`src/hw/versatPkg.sv`:
```
package versatPkg;

   localparam int DATA_W         = 32;
   localparam int MEM_ADDR_W     = 8;
   localparam int IO_ADDR_W      = 32;
   localparam int IO_SIZE_W      = 9;
   localparam int PERIOD_W       = 6;
   localparam int N_FLOW         = 4;
   localparam int SEL_W          = 2;
   localparam int BYTES_PER_WORD = 4;

   typedef logic [DATA_W-1:0]        dataT;
   typedef logic [MEM_ADDR_W-1:0]    memAddrT;
   typedef logic [IO_ADDR_W-1:0]     ioAddrT;
   typedef logic [IO_SIZE_W-1:0]     ioSizeT;
   typedef logic [PERIOD_W-1:0]      periodT;
   typedef logic [SEL_W-1:0]         flowSelT;

   // lane 0 sits in the low word
   typedef logic [N_FLOW*DATA_W-1:0] flowBusT;

   // single loop level generator settings
   typedef struct packed
   {
      memAddrT iterations;
      periodT  period;
      periodT  duty;
      periodT  delay;
      memAddrT start;
      memAddrT shift;
      memAddrT incr;
   } addrGenConfigT;

   typedef struct packed
   {
      addrGenConfigT gen;
      flowSelT       sel;
      logic          reverse;
   } flowConfigT;

   // drain side settings
   typedef struct packed
   {
      ioAddrT  extAddr;
      memAddrT intAddr;
      ioSizeT  size;
   } extConfigT;

   typedef struct packed
   {
      logic    en;
      memAddrT addr;
      dataT    data;
   } memWriteT;

   typedef struct packed
   {
      logic    en;
      memAddrT addr;
   } memReadT;

   typedef struct packed
   {
      logic   valid;
      ioAddrT addr;
      dataT   wdata;
   } busReqT;

   typedef enum logic [1:0]
   {
      GEN_IDLE,
      GEN_DELAY,
      GEN_RUN
   } genStateT;

   typedef enum logic [1:0]
   {
      EXT_IDLE,
      EXT_READ,
      EXT_WAIT
   } extStateT;

endpackage

```
`src/hw/extWriteEngine.sv`:
```
`timescale 1ns/100ps

module extWriteEngine
(
   input  logic                 clk,
   input  logic                 rstN,
   input  logic                 run,
   input  versatPkg::extConfigT cfg,
   output versatPkg::memReadT   memRead,
   input  versatPkg::dataT      readData,
   input  logic                 busReady,
   output versatPkg::busReqT    busReq,
   output logic                 done
);

   versatPkg::extStateT state;
   versatPkg::ioSizeT   wordCnt;
   versatPkg::memAddrT  intPtr;
   versatPkg::ioAddrT   extPtr;
   logic                reqValid;
   versatPkg::ioAddrT   reqAddr;
   versatPkg::dataT     reqData;
   logic                start;
   logic                xfer;
   logic                lastWord;

   assign start    = run && state == versatPkg::EXT_IDLE && cfg.size != '0;
   assign xfer     = state == versatPkg::EXT_WAIT && reqValid && busReady;
   assign lastWord = wordCnt == versatPkg::ioSizeT'(1);

   // first read goes out with run and later ones right after each transfer
   always_comb
   begin
      memRead.en = start || (xfer && !lastWord);
      if (state == versatPkg::EXT_IDLE)
         memRead.addr = cfg.intAddr;
      else
         memRead.addr = intPtr + 1'b1;
   end

   always_ff @(posedge clk or negedge rstN)
   begin
      if (!rstN)
      begin
         state    <= versatPkg::EXT_IDLE;
         wordCnt  <= '0;
         intPtr   <= '0;
         extPtr   <= '0;
         reqValid <= 1'b0;
         done     <= 1'b1;
      end
      else
      begin
         case (state)
            versatPkg::EXT_IDLE:
               if (start)
               begin
                  state   <= versatPkg::EXT_READ;
                  wordCnt <= cfg.size;
                  intPtr  <= cfg.intAddr;
                  extPtr  <= cfg.extAddr;
                  done    <= 1'b0;
               end
            versatPkg::EXT_READ:
            begin
               state    <= versatPkg::EXT_WAIT;
               reqValid <= 1'b1;
            end
            versatPkg::EXT_WAIT:
               if (xfer)
               begin
                  reqValid <= 1'b0;
                  wordCnt  <= wordCnt - 1'b1;
                  intPtr   <= intPtr + 1'b1;
                  extPtr   <= extPtr + versatPkg::BYTES_PER_WORD;
                  if (lastWord)
                  begin
                     state <= versatPkg::EXT_IDLE;
                     done  <= 1'b1;
                  end
                  else
                     state <= versatPkg::EXT_READ;
               end
            default:
               state <= versatPkg::EXT_IDLE;
         endcase
      end
   end

   // memory output is valid in EXT_READ and is captured for the bus
   always_ff @(posedge clk)
   begin
      if (state == versatPkg::EXT_READ)
      begin
         reqAddr <= extPtr;
         reqData <= readData;
      end
   end

   always_comb
   begin
      busReq.valid = reqValid;
      busReq.addr  = reqAddr;
      busReq.wdata = reqData;
   end

   holdUnderStall: assert property (@(posedge clk) disable iff (!rstN)
      busReq.valid && !busReady |=>
         busReq.valid && $stable(busReq.addr) && $stable(busReq.wdata));

endmodule

```
`config.mk`:
```
export PLATFORM = sky130hd
export DESIGN_NAME = extWriteEngine
export DESIGN_NICKNAME = d
export VERILOG_FILES = /design/src/hw/versatPkg.sv /design/src/hw/extWriteEngine.sv
export SDC_FILE = /design/constraint.sdc
export NUM_CORES = 1
export LEC_CHECK = 0
export ABC_AREA = 1
export BUFFER_PORTS_ARGS = -buffer_cell sky130_fd_sc_hd__buf_2
export CORE_MARGIN = 1.5
export CORE_UTILIZATION = 25
export CTS_BUF_LIST = sky130_fd_sc_hd__clkbuf_4
export DETAILED_ROUTE_END_ITERATION = 10
export PLACE_DENSITY = 0.55
export SLEW_MARGIN = 20
export SYNTH_ARGS = -nofsm -noshare
export SYNTH_HDL_FRONTEND = slang
export SYNTH_SLANG_ARGS = --single-unit
```
`constraint.sdc`:
```
create_clock -name clk -period 3.65 [get_ports clk]
set_clock_uncertainty 0.15 [all_clocks]
set_input_delay 0.73 -clock clk [delete_from_list [all_inputs] [get_ports clk]]
set_output_delay 0.73 -clock clk [all_outputs]
set_load 0.03 [all_outputs]
```
==> flow_metrics.env <==
export IMPL_status="completed"
export IMPL_worstHoldEndpoint="reqData[14]"
export IMPL_hold_violations=0
export IMPL_setup_tns_ns=0
export IMPL_synth_cell_area_sq_um=5790
export IMPL_nNetsFinal=952
export IMPL_min_path_cells=1
export IMPL_final_util_pct=31.6
export IMPL_fin_crit_sh_pct=88.7
export IMPL_synth_seq_cells=117
export IMPL_wire_per_inst_um=13.5
export IMPL_avgViaCountPerCell=4.27
export IMPL_drv_cap=0
export IMPL_ff_latch_area_sq_um=3250
export IMPL_cpMaxStageDelayCell="dfrtp_1"
export IMPL_max_slew_margin_pct=62.4
export IMPL_path_cells="nor2_8 -> nand2_1 -> o21bai_2 -> nand2_2 -> nand2_4 -> a21oi_1 -> buf_2"
export IMPL_hold_ws_ns=0.226
export IMPL_reg2reg_depth=9
export IMPL_r2r_start="state[1]"
export IMPL_ys_flop_type="edfxtp_1"
export IMPL_yosysMostFrequentCell="nand2_1"
export IMPL_grt_pass1_vias=4705
export IMPL_yosysTopAreaCellShare_pct=33.2
export IMPL_numCtsBuffers=17
export IMPL_synth_adder_area_share_pct=0.865
export IMPL_dp_cells=1128
export IMPL_die_h_um=155
export IMPL_cts_tree="yes"
export IMPL_synth_warnings=0
export IMPL_synth_area_mux_share_pct=0.865
export IMPL_synthSimpleGateAreaFrac_pct=31.3
export IMPL_worstMarginPinSlew_ns=0.563
export IMPL_synth_top_cell_by_area="edfxtp_1"
export IMPL_cp_max_fo=27
export IMPL_ioPinCount=160
export IMPL_hpwl_um=11600
export IMPL_cts_max_path_buffers=2
export IMPL_fin_cells=1163
export IMPL_syn_num_nets=786
export IMPL_cts_setup_buffers=0
export IMPL_synth_cells=697
export IMPL_fp_dieW_um=155
export IMPL_period_minus_slack_ns=3.24
export IMPL_max_freq_ghz=0.309
export IMPL_dr_pass1_iters=4
export IMPL_syn_to_final_growth_pct=23.8
export IMPL_finalWirelength_um=15700
export IMPL_synth_xor_area_share_pct=0.757
export IMPL_cp_end_kind="output port"
export IMPL_ant_nets=0
export IMPL_clock_latency_ns=0.51
export IMPL_hp_class="in -> reg"
export IMPL_ir_drop_mv=0.139
export IMPL_yosysUniqueCellTypes=34
export IMPL_clkSlewWorstSetupHoldPaths_ns=0.12
export IMPL_cts_root_buf="clkbuf_4"
export IMPL_critPathTopFamily="simple AND/OR/NAND/NOR gates"
export IMPL_syn_area_per_cell_sq_um=8.30
export IMPL_reg2reg_to="extPtr[2]"
export IMPL_synth_area_top_cells="edfxtp_1, dfrtp_1, nand2_1, nor2_1, nand3_1"
export IMPL_worstSetupStartpointType="flop"
export IMPL_grt_pass1_wl_um=24800
export IMPL_worstPathArrival_ns=2.36
export IMPL_core_area_sq_um=22700
export IMPL_fillCellCount=2451
export IMPL_start_util_pct=25.5
export IMPL_grt_usage_pct=13.4
export IMPL_dieArea_sq_um=24100
export IMPL_synth_edff_count=64
export IMPL_hold_path_startpoint="readData[14]"
export IMPL_synth_compound_area_share_pct=4.89
export IMPL_place_gp_congestion=0.847
export IMPL_drt_iter0_markers=259
export IMPL_io_buffers=159
export IMPL_remaining_drc_errors=0
export IMPL_slew_viol_final=0
export IMPL_rsz0062_at_grt="false"
export IMPL_drive_gt1_share_pct=24.1
export IMPL_vias=4961
export IMPL_rows=55
export IMPL_async_flop_share_pct=45.3
export IMPL_crit_path_max_incr_delay_ns=0.50
export IMPL_ys_seq_area_share_pct=56.1
export IMPL_rrSetupSlack_ns=0.95
export IMPL_cts_htree_levels=4
export IMPL_leakage_nw=3.20
export IMPL_clock_sinks=117
export IMPL_grt_overflow=0
export IMPL_setup_viol=0
export IMPL_power_density_nw_per_um2=330
export IMPL_antenna_found_initial=3
export IMPL_multi_input_comb_area_sq_um=2240
export IMPL_synth_common_cells="nand2_1, nor2_1, edfxtp_1, nand3_1, dfrtp_1"
export IMPL_synth_top_family_by_area="simple AND/OR/NAND/NOR gates"
export IMPL_path_class="reg -> out"
export IMPL_grt_max_degree=37
export IMPL_crit_required_ns=2.77
export IMPL_path_buf_inv=1
-- through the flow --
stage	area, sq um	power, mW	worst slack, ns
after detailed placement	6880	1.48	0.688
after CTS	7160	2.42	0.282
after global placement	6880	1.48	0.738
after global routing	7160	2.47	0.152
final	7170	2.37	0.413
after floorplan	5790	1.42	0.818
-- layout make-up --
type                            instances  share of cell area (%)
Tap cell                              285                    4.98
Clock inverter                         14                    1.90
Timing Repair Buffer                  167                    12.0
Sequential cell                       117                    45.3
Antenna cell                            2                  0.0698
Clock buffer                           18                    1.89
Multi-Input combinational cell        512                    31.3
Inverter                               48                    2.51
-- kinds of logic after synthesis --
family	after synthesis
AND/OR/NAND/NOR	446
flip-flops	117
AO/OA/AOI/OAI	52
multiplexers	5
buffers and inverters	68
adder cells (fa/ha/maj)	4
XOR/XNOR	5
-- state kept, by name, indices dropped and copies added (netlist names) --
register	cells
extPtr	32
reqAddr	32
reqData	32
wordCnt	9
intPtr	8
state	2
done	1
reqValid	1
-- power by group --
group / leakage [nW] / switching, mW / internal [mW]
sequential: 1.22 / 0 / 1.39
clock: 0.141 / 0.509 / 0.407
combinational: 1.84 / 0.0293 / 0.0337
total: 3.20 / 0.538 / 1.83
-- layout by cell type, fill, tap and decap left out, types with 2 or more instances in the layout --
cell type	netlist	layout
mux2i_1	5	5
inv_1	45	45
dfrtp_1	52	52
diode_2	0	2
nor3_1	2	2
xor2_1	3	3
buf_4	4	7
ha_1	4	4
clkbuf_4	0	18
inv_2	2	2
nor2_1	93	92
bufinv_16	0	2
nand4_1	2	2
buf_2	7	159
edfxtp_1	64	64
nand2_2	2	2
xnor2_1	2	2
clkinv_1	1	2
o21bai_1	5	5
clkinvlp_4	0	4
clkinv_2	0	5
or2_2	4	4
a21oi_1	7	7
nand2_1	277	277
nor2_4	1	2
o21ai_1	7	7
o21ai_0	30	30
nand3_1	61	61
-- worst max path at each step --
stage                   from  depth (start not counted)    endpoint  slack [ns]
floorplan           state[0]                          2  reqAddr[0]        0.82
global placement      cfg[3]                         10   extPtr[2]        0.74
detailed placement    cfg[5]                         10   extPtr[2]        0.69
CTS                 state[0]                          7  memRead[8]        0.28
global route        state[0]                          7  memRead[8]        0.15
finish              state[0]                          7  memRead[8]        0.41
-- metal layers --
layer / vias to the layer above / wire, um / GRT usage, %
met5: - / 13 / 0
met4: 2 / 156 / 3.43
met3: 11 / 1170 / 4.48
met2: 159 / 7330 / 22.4
met1: 2207 / 7040 / 16.5
li1: 2582 / - / -
-- timing repair --
item / 4_1_cts / 5_1_grt
hold buffers: 1 / 0
resized for setup: 0 / 0
hold endpoints to repair: 17 / 0
No activity file was read; power rests on OpenSTA's default activity.
