$ cat config.mk
export PLATFORM = sky130hd
export DESIGN_NAME = flowWriter
export DESIGN_NICKNAME = d
export VERILOG_FILES = /design/src/hw/versatPkg.sv /design/src/hw/flowAddrGen.sv /design/src/hw/flowWriter.sv
export SDC_FILE = /design/constraint.sdc
export NUM_CORES = 1
export LEC_CHECK = 0
export ABC_AREA = 1
export BUFFER_PORTS_ARGS = -buffer_cell sky130_fd_sc_hd__buf_2
export CAP_MARGIN = 15
export CELL_PAD_IN_SITES_DETAIL_PLACEMENT = 1
export CELL_PAD_IN_SITES_GLOBAL_PLACEMENT = 2
export CORE_MARGIN = 4
export CORE_UTILIZATION = 24
export CTS_BUF_LIST = sky130_fd_sc_hd__clkbuf_8
export CTS_CLUSTER_DIAMETER = 120
export DETAILED_ROUTE_END_ITERATION = 8
export HOLD_SLACK_MARGIN = 0.1
export PLACE_DENSITY = 0.94
export SKIP_LAST_GASP = 1
export SLEW_MARGIN = 0
export SYNTH_ARGS = -nofsm -noshare
export SYNTH_HDL_FRONTEND = slang
export SYNTH_HIERARCHICAL = 1
export SYNTH_SLANG_ARGS = --single-unit
$ cat constraint.sdc
create_clock -name clk -period 2.61 [get_ports clk]
set_input_delay 0.522 -clock clk [delete_from_list [all_inputs] [get_ports clk]]
set_output_delay 0.522 -clock clk [all_outputs]
set_load 0.03 [all_outputs]
$ cat src/hw/versatPkg.sv
package versatPkg;

   localparam int DATA_W         = 32;
   localparam int MEM_ADDR_W     = 8;
   localparam int IO_ADDR_W      = 32;
   localparam int IO_SIZE_W      = 9;
   localparam int PERIOD_W       = 6;
   localparam int N_FLOW         = 4;
   localparam int SEL_W          = 2;
   localparam int BYTES_PER_WORD = 4;

   typedef logic [DATA_W-1:0]        dataT;
   typedef logic [MEM_ADDR_W-1:0]    memAddrT;
   typedef logic [IO_ADDR_W-1:0]     ioAddrT;
   typedef logic [IO_SIZE_W-1:0]     ioSizeT;
   typedef logic [PERIOD_W-1:0]      periodT;
   typedef logic [SEL_W-1:0]         flowSelT;

   // lane 0 sits in the low word
   typedef logic [N_FLOW*DATA_W-1:0] flowBusT;

   // single loop level generator settings
   typedef struct packed
   {
      memAddrT iterations;
      periodT  period;
      periodT  duty;
      periodT  delay;
      memAddrT start;
      memAddrT shift;
      memAddrT incr;
   } addrGenConfigT;

   typedef struct packed
   {
      addrGenConfigT gen;
      flowSelT       sel;
      logic          reverse;
   } flowConfigT;

   // drain side settings
   typedef struct packed
   {
      ioAddrT  extAddr;
      memAddrT intAddr;
      ioSizeT  size;
   } extConfigT;

   typedef struct packed
   {
      logic    en;
      memAddrT addr;
      dataT    data;
   } memWriteT;

   typedef struct packed
   {
      logic    en;
      memAddrT addr;
   } memReadT;

   typedef struct packed
   {
      logic   valid;
      ioAddrT addr;
      dataT   wdata;
   } busReqT;

   typedef enum logic [1:0]
   {
      GEN_IDLE,
      GEN_DELAY,
      GEN_RUN
   } genStateT;

   typedef enum logic [1:0]
   {
      EXT_IDLE,
      EXT_READ,
      EXT_WAIT
   } extStateT;

endpackage

$ cat src/hw/flowAddrGen.sv
`timescale 1ns/100ps

module flowAddrGen
(
   input  logic                     clk,
   input  logic                     rstN,
   input  logic                     run,
   input  versatPkg::addrGenConfigT cfg,
   output versatPkg::memAddrT       addr,
   output logic                     en,
   output logic                     done
);

   versatPkg::genStateT state;
   versatPkg::periodT   delayCnt;
   versatPkg::periodT   step;
   versatPkg::memAddrT  iter;
   versatPkg::memAddrT  base;
   versatPkg::periodT   nextStep;
   versatPkg::memAddrT  nextBase;
   logic                periodEnd;
   logic                lastIter;
   logic                noWork;

   assign nextStep  = step + 1'b1;
   assign nextBase  = base + cfg.shift;
   assign periodEnd = step == versatPkg::periodT'(cfg.period - 1'b1);
   assign lastIter  = iter == versatPkg::memAddrT'(cfg.iterations - 1'b1);

   // zero iterations finishes without waiting out the delay
   assign noWork    = cfg.iterations == '0 || cfg.period == '0;

   always_ff @(posedge clk or negedge rstN)
   begin
      if (!rstN)
      begin
         state    <= versatPkg::GEN_IDLE;
         delayCnt <= '0;
         step     <= '0;
         iter     <= '0;
         base     <= '0;
         addr     <= '0;
         en       <= 1'b0;
         done     <= 1'b1;
      end
      else
      begin
         case (state)
            versatPkg::GEN_IDLE:
               if (run)
               begin
                  state    <= versatPkg::GEN_DELAY;
                  delayCnt <= cfg.delay;
                  done     <= 1'b0;
               end
            versatPkg::GEN_DELAY:
               if (noWork)
               begin
                  state <= versatPkg::GEN_IDLE;
                  done  <= 1'b1;
               end
               else if (delayCnt != '0)
                  delayCnt <= delayCnt - 1'b1;
               else
               begin
                  // present step 0 of the first period
                  state <= versatPkg::GEN_RUN;
                  step  <= '0;
                  iter  <= '0;
                  base  <= cfg.start;
                  addr  <= cfg.start;
                  en    <= cfg.duty != '0;
               end
            versatPkg::GEN_RUN:
               if (periodEnd && lastIter)
               begin
                  state <= versatPkg::GEN_IDLE;
                  en    <= 1'b0;
                  done  <= 1'b1;
               end
               else if (periodEnd)
               begin
                  step <= '0;
                  iter <= iter + 1'b1;
                  base <= nextBase;
                  addr <= nextBase;
                  en   <= cfg.duty != '0;
               end
               else
               begin
                  step <= nextStep;
                  addr <= addr + cfg.incr;
                  en   <= nextStep < cfg.duty;
               end
            default:
               state <= versatPkg::GEN_IDLE;
         endcase
      end
   end

   enOnlyInRun: assert property (@(posedge clk) disable iff (!rstN)
      en |-> state == versatPkg::GEN_RUN && !done);

endmodule

$ cat src/hw/flowWriter.sv
`timescale 1ns/100ps

module flowWriter
(
   input  logic                  clk,
   input  logic                  rstN,
   input  logic                  run,
   input  versatPkg::flowBusT    flowIn,
   input  versatPkg::flowConfigT cfg,
   output versatPkg::memWriteT   memWrite,
   output logic                  done
);

   logic [versatPkg::N_FLOW-1:0][versatPkg::DATA_W-1:0] lanes;
   versatPkg::memAddrT genAddr;
   logic               genEn;

   function automatic versatPkg::memAddrT mirror(input versatPkg::memAddrT a);
      versatPkg::memAddrT r;
      for (int i = 0; i < versatPkg::MEM_ADDR_W; i++)
         r[i] = a[versatPkg::MEM_ADDR_W-1-i];
      return r;
   endfunction

   flowAddrGen gen
   (
      .clk  (clk),
      .rstN (rstN),
      .run  (run),
      .cfg  (cfg.gen),
      .addr (genAddr),
      .en   (genEn),
      .done (done)
   );

   assign lanes = flowIn;

   // lane data is taken in the same cycle the address is presented
   always_comb
   begin
      memWrite.en   = genEn;
      memWrite.addr = cfg.reverse ? mirror(genAddr) : genAddr;
      memWrite.data = lanes[cfg.sel];
   end

endmodule

==> impl_metrics.py, run 1 <==
metrics = {
    "outcome": {
        "status": "finished clean",
    },
    "layout": {
        "drive_gt1_share_pct": 24.4,
        "fill_cells": 3105,
        "nets": 1394,
        "instances_no_fill": 1466,
        "register_area_mm2": 0.00100,
        "area_growth_pct": 27.2,
        "multi_input_area_mm2": 0.00344,
    },
    "worst_setup_path": {
        "worstPathArrival_ps": 2400,
        "critPathRequiredTime_ps": 2830,
        "path_class": "flop to flop",
        "cpPeakStageDelay_ps": 490,
        "path_cells": "nand3_1 -> nor3_1 -> xnor2_1 -> inv_1 -> ha_1 -> a21oi_1 -> o221ai_1 -> nand2_1 -> nand4_1 -> a21oi_1",
        "critPathBufInv": 1,
        "crit_path_top_delay_cell": "dfrtp_1",
        "path_delay_family": "simple AND/OR/NAND/NOR gates",
        "critPathMaxFanout": 6,
        "cp-start-kind": "flop",
        "crit_top_cell": "a21oi_1",
        "cp-end-kind": "flop",
    },
    "timing": {
        "period_minus_slack_ps": 2180,
        "final_hold_viol_count": 0,
        "setup_tns_ps": 0,
        "slew_headroom_pct": 37.5,
        "worst_slack_ps": 430,
        "finClkSkew_ps": 3.72,
        "fmax_ghz": 0.459,
        "rsz0062_at_grt": "false",
        "setup_violations": 0,
        "drv_slew": 0,
        "finalCritPeriodShare_pct": 83.5,
        "worstMarginPinSlew_ps": 937,
    },
    "synthesis": {
        "synth_most_common_cell": "nand2_1",
        "async_reset_ff_share_pct": 100,
        "ys_seq_area_share_pct": 18.3,
        "synth.avg_cell_area_um2": 5.68,
        "yosys.area.top_type_share_pct": 24.5,
        "netlist_top_cells_area": "nand2_1 (25%), dfrtp_1 (18%), inv_1 (14%)",
        "synth_area_leader_cell": "nand2_1",
        "synth-edff-count": 0,
        "synth_top_flop_cell": "dfrtp_1",
        "synth_area_mm2": 0.00549,
        "syn_nets": 1183,
        "yosysWarnings": 6,
        "synth_cell_types": 44,
        "ys_ff_latch": 40,
        "netlist_instances": 966,
        "synth_commonest_cells": "nand2_1 (359), inv_1 (206), nand3_1 (100)",
    },
    "pwr": {
        "cellPowerDensity_mw_per_mm2": 625,
        "ir_drop_uv": 255,
        "p_leak_nw": 4.42,
        "p_total_mw": 4.37,
    },
    "clock_tree": {
        "cts_buffer_depth": 2,
        "cts_resized": 0,
        "worstSkewPairLatency_ps": 290,
        "numCtsBuffers": 5,
        "cts_tree": "built",
        "ctsHoldBuffers": 0,
        "cts_root_buffer": "clkbuf_8",
        "cts_setup_buffers": 0,
        "cts-htree-levels": 2,
        "cts_num_sinks": 40,
        "path_clk_slew_ps": 90,
    },
    "run": {
        "drv_cap": 0,
    },
    "detailed_routing": {
        "vias": 6508,
        "m1WireLength_um": 8080,
        "drtPass1Iterations": 4,
        "dr.max_layer_used": "met5",
        "drc_errors": 0,
        "ant_nets": 0,
        "wl_per_cell_um": 13.1,
        "dr.first_iter.drc_count": 208,
        "viasPerCell": 4.44,
        "route.met2.wl_um": 9980,
        "totalWireLength_um": 19200,
        "wl_met3_um": 943,
    },
    "die": {
        "dieArea_mm2": 0.0254,
        "start_util_pct": 24.3,
        "row_count": 55,
        "ios": 226,
        "core_mm2": 0.0226,
        "die_w_um": 159,
        "fp.dieH_um": 159,
    },
    "placed_design": {
        "portBuffers": 225,
        "post-place-ws_ps": 136,
        "dp_hpwl_um": 16200,
        "placed_cells": 1455,
        "place.gp.congestion": 0.806,
    },
    "worst_hold_path": {
        "min_path_type": "primary input to asynchronous set/reset pin",
    },
    "global_routing": {
        "grt_antenna_before_repair": 4,
        "grt_pass1_wl_um": 32500,
        "grt_max_degree": 65,
        "grt_pass1_vias": 6923,
        "gr-total-overflow": 0,
        "grtUsageTotal_pct": 14.8,
    },
}
-- stage by stage --
stage,util (%),hold WS [ps],area [um^2]
floorplan,-,226,5490
global placement,30.4,451,6850
detailed placement,30.4,458,6850
CTS,30.9,398,6970
global route,30.9,441,6980
finish,30.9,362,6980
-- path summary, 6_finish.rpt --
path / start / to / slack [ps] / depth (start not counted)
max reg2reg: gen/step[0]$_DFFE_PN0P_ / gen/en$_DFFE_PN0P_ / 430 / 10
min reg2reg: gen/base[5]$_DFFE_PN0P_ / gen/base[5]$_DFFE_PN0P_ / 510 / 2
min: rstN / gen/addr[1]$_DFFE_PN0P_ / 360 / 1
min in group clk: cfg[28] / gen/delayCnt[1]$_DFFE_PN0P_ / 500 / 3
max: gen/step[0]$_DFFE_PN0P_ / gen/en$_DFFE_PN0P_ / 430 / 10
max in group asynchronous: rstN / gen/delayCnt[1]$_DFFE_PN0P_ / 1660 / 1
-- worst reg2reg max path: stages, from the launching register on --
cell	delay (ps)
dfrtp_1	490
nand3_1	170
nor3_1	250
xnor2_1	150
inv_1	80
ha_1	310
a21oi_1	160
o221ai_1	160
nand2_1	100
nand4_1	90
a21oi_1	140
-- sequential cells by signal (all words and copies together) (netlist names) --
register / count
gen/addr: 8
gen/base: 8
gen/done: 1
gen/iter: 8
gen/en: 1
gen/delayCnt: 6
gen/state: 2
gen/step: 6
-- kinds of logic after synthesis --
| kind of cell | count (synthesis) | synth area share (%) |
|---|---|---|
| xor+xnor | 26 | 4.15 |
| flops | 40 | 18.3 |
| simple gates | 560 | 44.7 |
| fa+ha+maj | 33 | 7.80 |
| buf+inv | 248 | 19.1 |
| compound gates | 59 | 5.99 |
-- final cells by class --
class                           instances  share of cell area [%]
Multi-Input combinational cell        678                    49.2
Timing Repair Buffer                  239                    18.0
Sequential cell                        40                    14.4
Tap cell                              285                    5.11
Antenna cell                            3                   0.108
Inverter                              213                    11.5
Clock inverter                          2                   0.556
Clock buffer                            6                    1.18
-- power breakdown --
part           total [mW]  switching, mW  internal [mW]  leakage (nW)
clock               0.553          0.240          0.313        0.0614
sequential           1.03          0.200          0.830         0.513
combinational        2.78           1.81          0.976          3.84
-- layout by cell type, fill, tap and decap left out, drive strengths merged --
| cell | instances |
|---|---|
| dfrtp | 39 |
| o21a | 1 |
| a21o | 1 |
| ha | 31 |
| o221ai | 1 |
| buf | 239 |
| xor2 | 18 |
| nand3b | 3 |
| and3 | 1 |
| nor4 | 2 |
| nor3 | 3 |
| nor3b | 2 |
| or2 | 1 |
| o22ai | 2 |
| a31oi | 1 |
| xnor2 | 8 |
| diode | 3 |
| o211ai | 2 |
| nor2 | 38 |
| o21bai | 3 |
| bufinv | 1 |
| o21ai | 26 |
| fa | 2 |
| dfstp | 1 |
| nand2 | 383 |
| nand3 | 103 |
| a21oi | 20 |
| inv | 211 |
| clkinv | 3 |
| a21boi | 2 |
| clkbuf | 6 |
| nand4 | 24 |
-- per-layer routing --
layer / global-route usage [%] / vias up
met5: 0 / -
met4: 2.56 / 2
met3: 2.98 / 16
met2: 28.6 / 126
met1: 17.0 / 3019
li1: - / 3345
(Power assumes the default switching activity.)
==> run 2: changes to the inputs <==
clock period = 2.2 ns   (was 2.61 ns; I/O delays follow)
==> impl_metrics.py, run 2 (synthesis gave the netlist of run 1 again) <==
metrics = {
    "worst_setup_path": {
        "cp-start-kind": "flop",
        "critPathRequiredTime_ps": 2380,
        "setup.worst_path.start": "gen/step[0]$_DFFE_PN0P_",
        "reg2reg_slack_ps": 100,
        "path_class": "flop to flop",
        "cp-end-kind": "flop",
        "worstPathArrival_ps": 2270,
        "reg2reg_from": "gen/step[0]$_DFFE_PN0P_",
        "critPathMaxFanout": 6,
    },
    "pwr": {
        "p_total_mw": 5.32,
        "ir_drop_uv": 314,
        "p_leak_nw": 4.52,
        "cellPowerDensity_mw_per_mm2": 742,
    },
    "layout": {
        "area_growth_pct": 30.6,
        "layout_commonest_cell": "nand2_1",
        "final_cell_mix": "nand2_1 (359), buf_2 (225), inv_1 (207)",
        "drive_gt1_share_pct": 26.0,
        "instances_no_fill": 1483,
        "fin_util_pct": 31.8,
        "fill_cells": 3130,
        "reg_top3": "gen/addr x8, gen/base x8, gen/iter x8",
        "nets": 1412,
    },
    "timing": {
        "final_hold_viol_count": 0,
        "drv_slew": 0,
        "setup_violations": 0,
        "worstMarginPinSlew_ps": 520,
        "period_minus_slack_ps": 2100,
        "finClkSkew_ps": 5.98,
        "finalCritPeriodShare_pct": 95.2,
        "fmax_ghz": 0.477,
        "fin_worst_hold_slack_ps": 118,
        "rsz0062_at_grt": "false",
        "slew_headroom_pct": 65.0,
    },
    "clock_tree": {
        "cts_root_buffer": "clkbuf_8",
        "cts_buffer_depth": 2,
        "numCtsBuffers": 5,
        "cts_num_sinks": 40,
        "worstSkewPairLatency_ps": 290,
        "path_clk_slew_ps": 80,
        "cts_tree": "built",
        "cts-htree-levels": 2,
    },
    "die": {
        "start_util_pct": 24.3,
        "dieArea_mm2": 0.0254,
        "fp.dieH_um": 159,
        "core_mm2": 0.0226,
        "row_count": 55,
        "ios": 226,
        "die_w_um": 159,
    },
    "global_routing": {
        "grtUsageTotal_pct": 15.1,
        "grt_antenna_before_repair": 4,
        "grt_pass1_vias": 7037,
        "grt_pass1_wl_um": 33100,
        "grt_max_degree": 45,
        "gr-total-overflow": 0,
    },
    "detailed_routing": {
        "viasPerCell": 4.44,
        "totalWireLength_um": 19500,
        "drc_errors": 0,
        "ant_nets": 0,
        "wl_per_cell_um": 13.1,
        "dr.first_iter.drc_count": 219,
        "vias": 6588,
        "drtPass1Iterations": 4,
    },
    "placed_design": {
        "portBuffers": 225,
        "placed_cells": 1470,
        "place.gp.congestion": 0.801,
        "dp_hpwl_um": 16600,
    },
    "outcome": {
        "status": "finished clean",
    },
    "run": {
        "drv_cap": 0,
    },
    "worst_hold_path": {
        "min_path_type": "primary input to asynchronous set/reset pin",
    },
}
[run 2: cell count changes in the layout (fill, tap and decap cells not counted), sizes merged]
cell and change:
diode -1, clkbuf -1, buf +18, inv +1
[run 2: repair_timing]
item                       4_1_cts  5_1_grt
setup endpoints to repair        0       27
gates resized for setup          0        7
setup buffers                    0        3
hold buffers                     0        0
[run 2: critical path: stages, from the launching register on]
cell and delay, ps:
dfrtp_2 470, ha_1 250, nand3_1 140, xor2_2 180
inv_1 60, ha_1 300, nand4_1 120, o221ai_2 210
nand2_1 80, nand4_1 100, a21oi_1 70
[run 2: power by group]
part / switching, mW / total, mW / internal, mW
clock: 0.259 / 0.592 / 0.332
sequential: 0.249 / 1.24 / 0.986
combinational: 2.18 / 3.49 / 1.32
[run 2: worst paths after layout]
check                                           endpoint  depth (start not counted)
worst max-delay path                  gen/en$_DFFE_PN0P_                         10
worst min-delay path             gen/addr[2]$_DFFE_PN0P_                          1
worst max register to register        gen/en$_DFFE_PN0P_                         10
worst min register to register      gen/done$_DFFE_PN1P_                          2
max in group asynchronous        gen/step[1]$_DFFE_PN0P_                          2
min in group clk                gen/state[0]$_DFFE_PN0P_                          3
[run 2: routing by layer]
metal	vias to the layer above	GRT usage [%]	routed length (um)
li1	3376	-	-
met1	3058	17.2	8040
met2	129	29.2	10300
met3	21	2.77	926
met4	4	3.12	236
met5	-	0	21
[run 2: cell type report]
type	count	area [um^2]	area share, %
clock buffer	5	68.8	0.960
timing repair buffer	257	1430	19.9
clock inverter	3	38.8	0.541
inverter	213	800	11.1
tap	285	357	4.97
antenna	2	5.00	0.0698
multi-input combinational	678	3470	48.4
sequential	40	1000	14.0
[run 2: stage by stage]
stage                     cell area [um^2]  setup slack [ps]  TNS [ps]
after floorplan                       5490               213         0
after global placement                7000              13.3         0
after detailed placement              7000             -92.2     -1400
after CTS                             7110              8.08         0
after global routing                  7170              5.60         0
final                                 7170               105         0
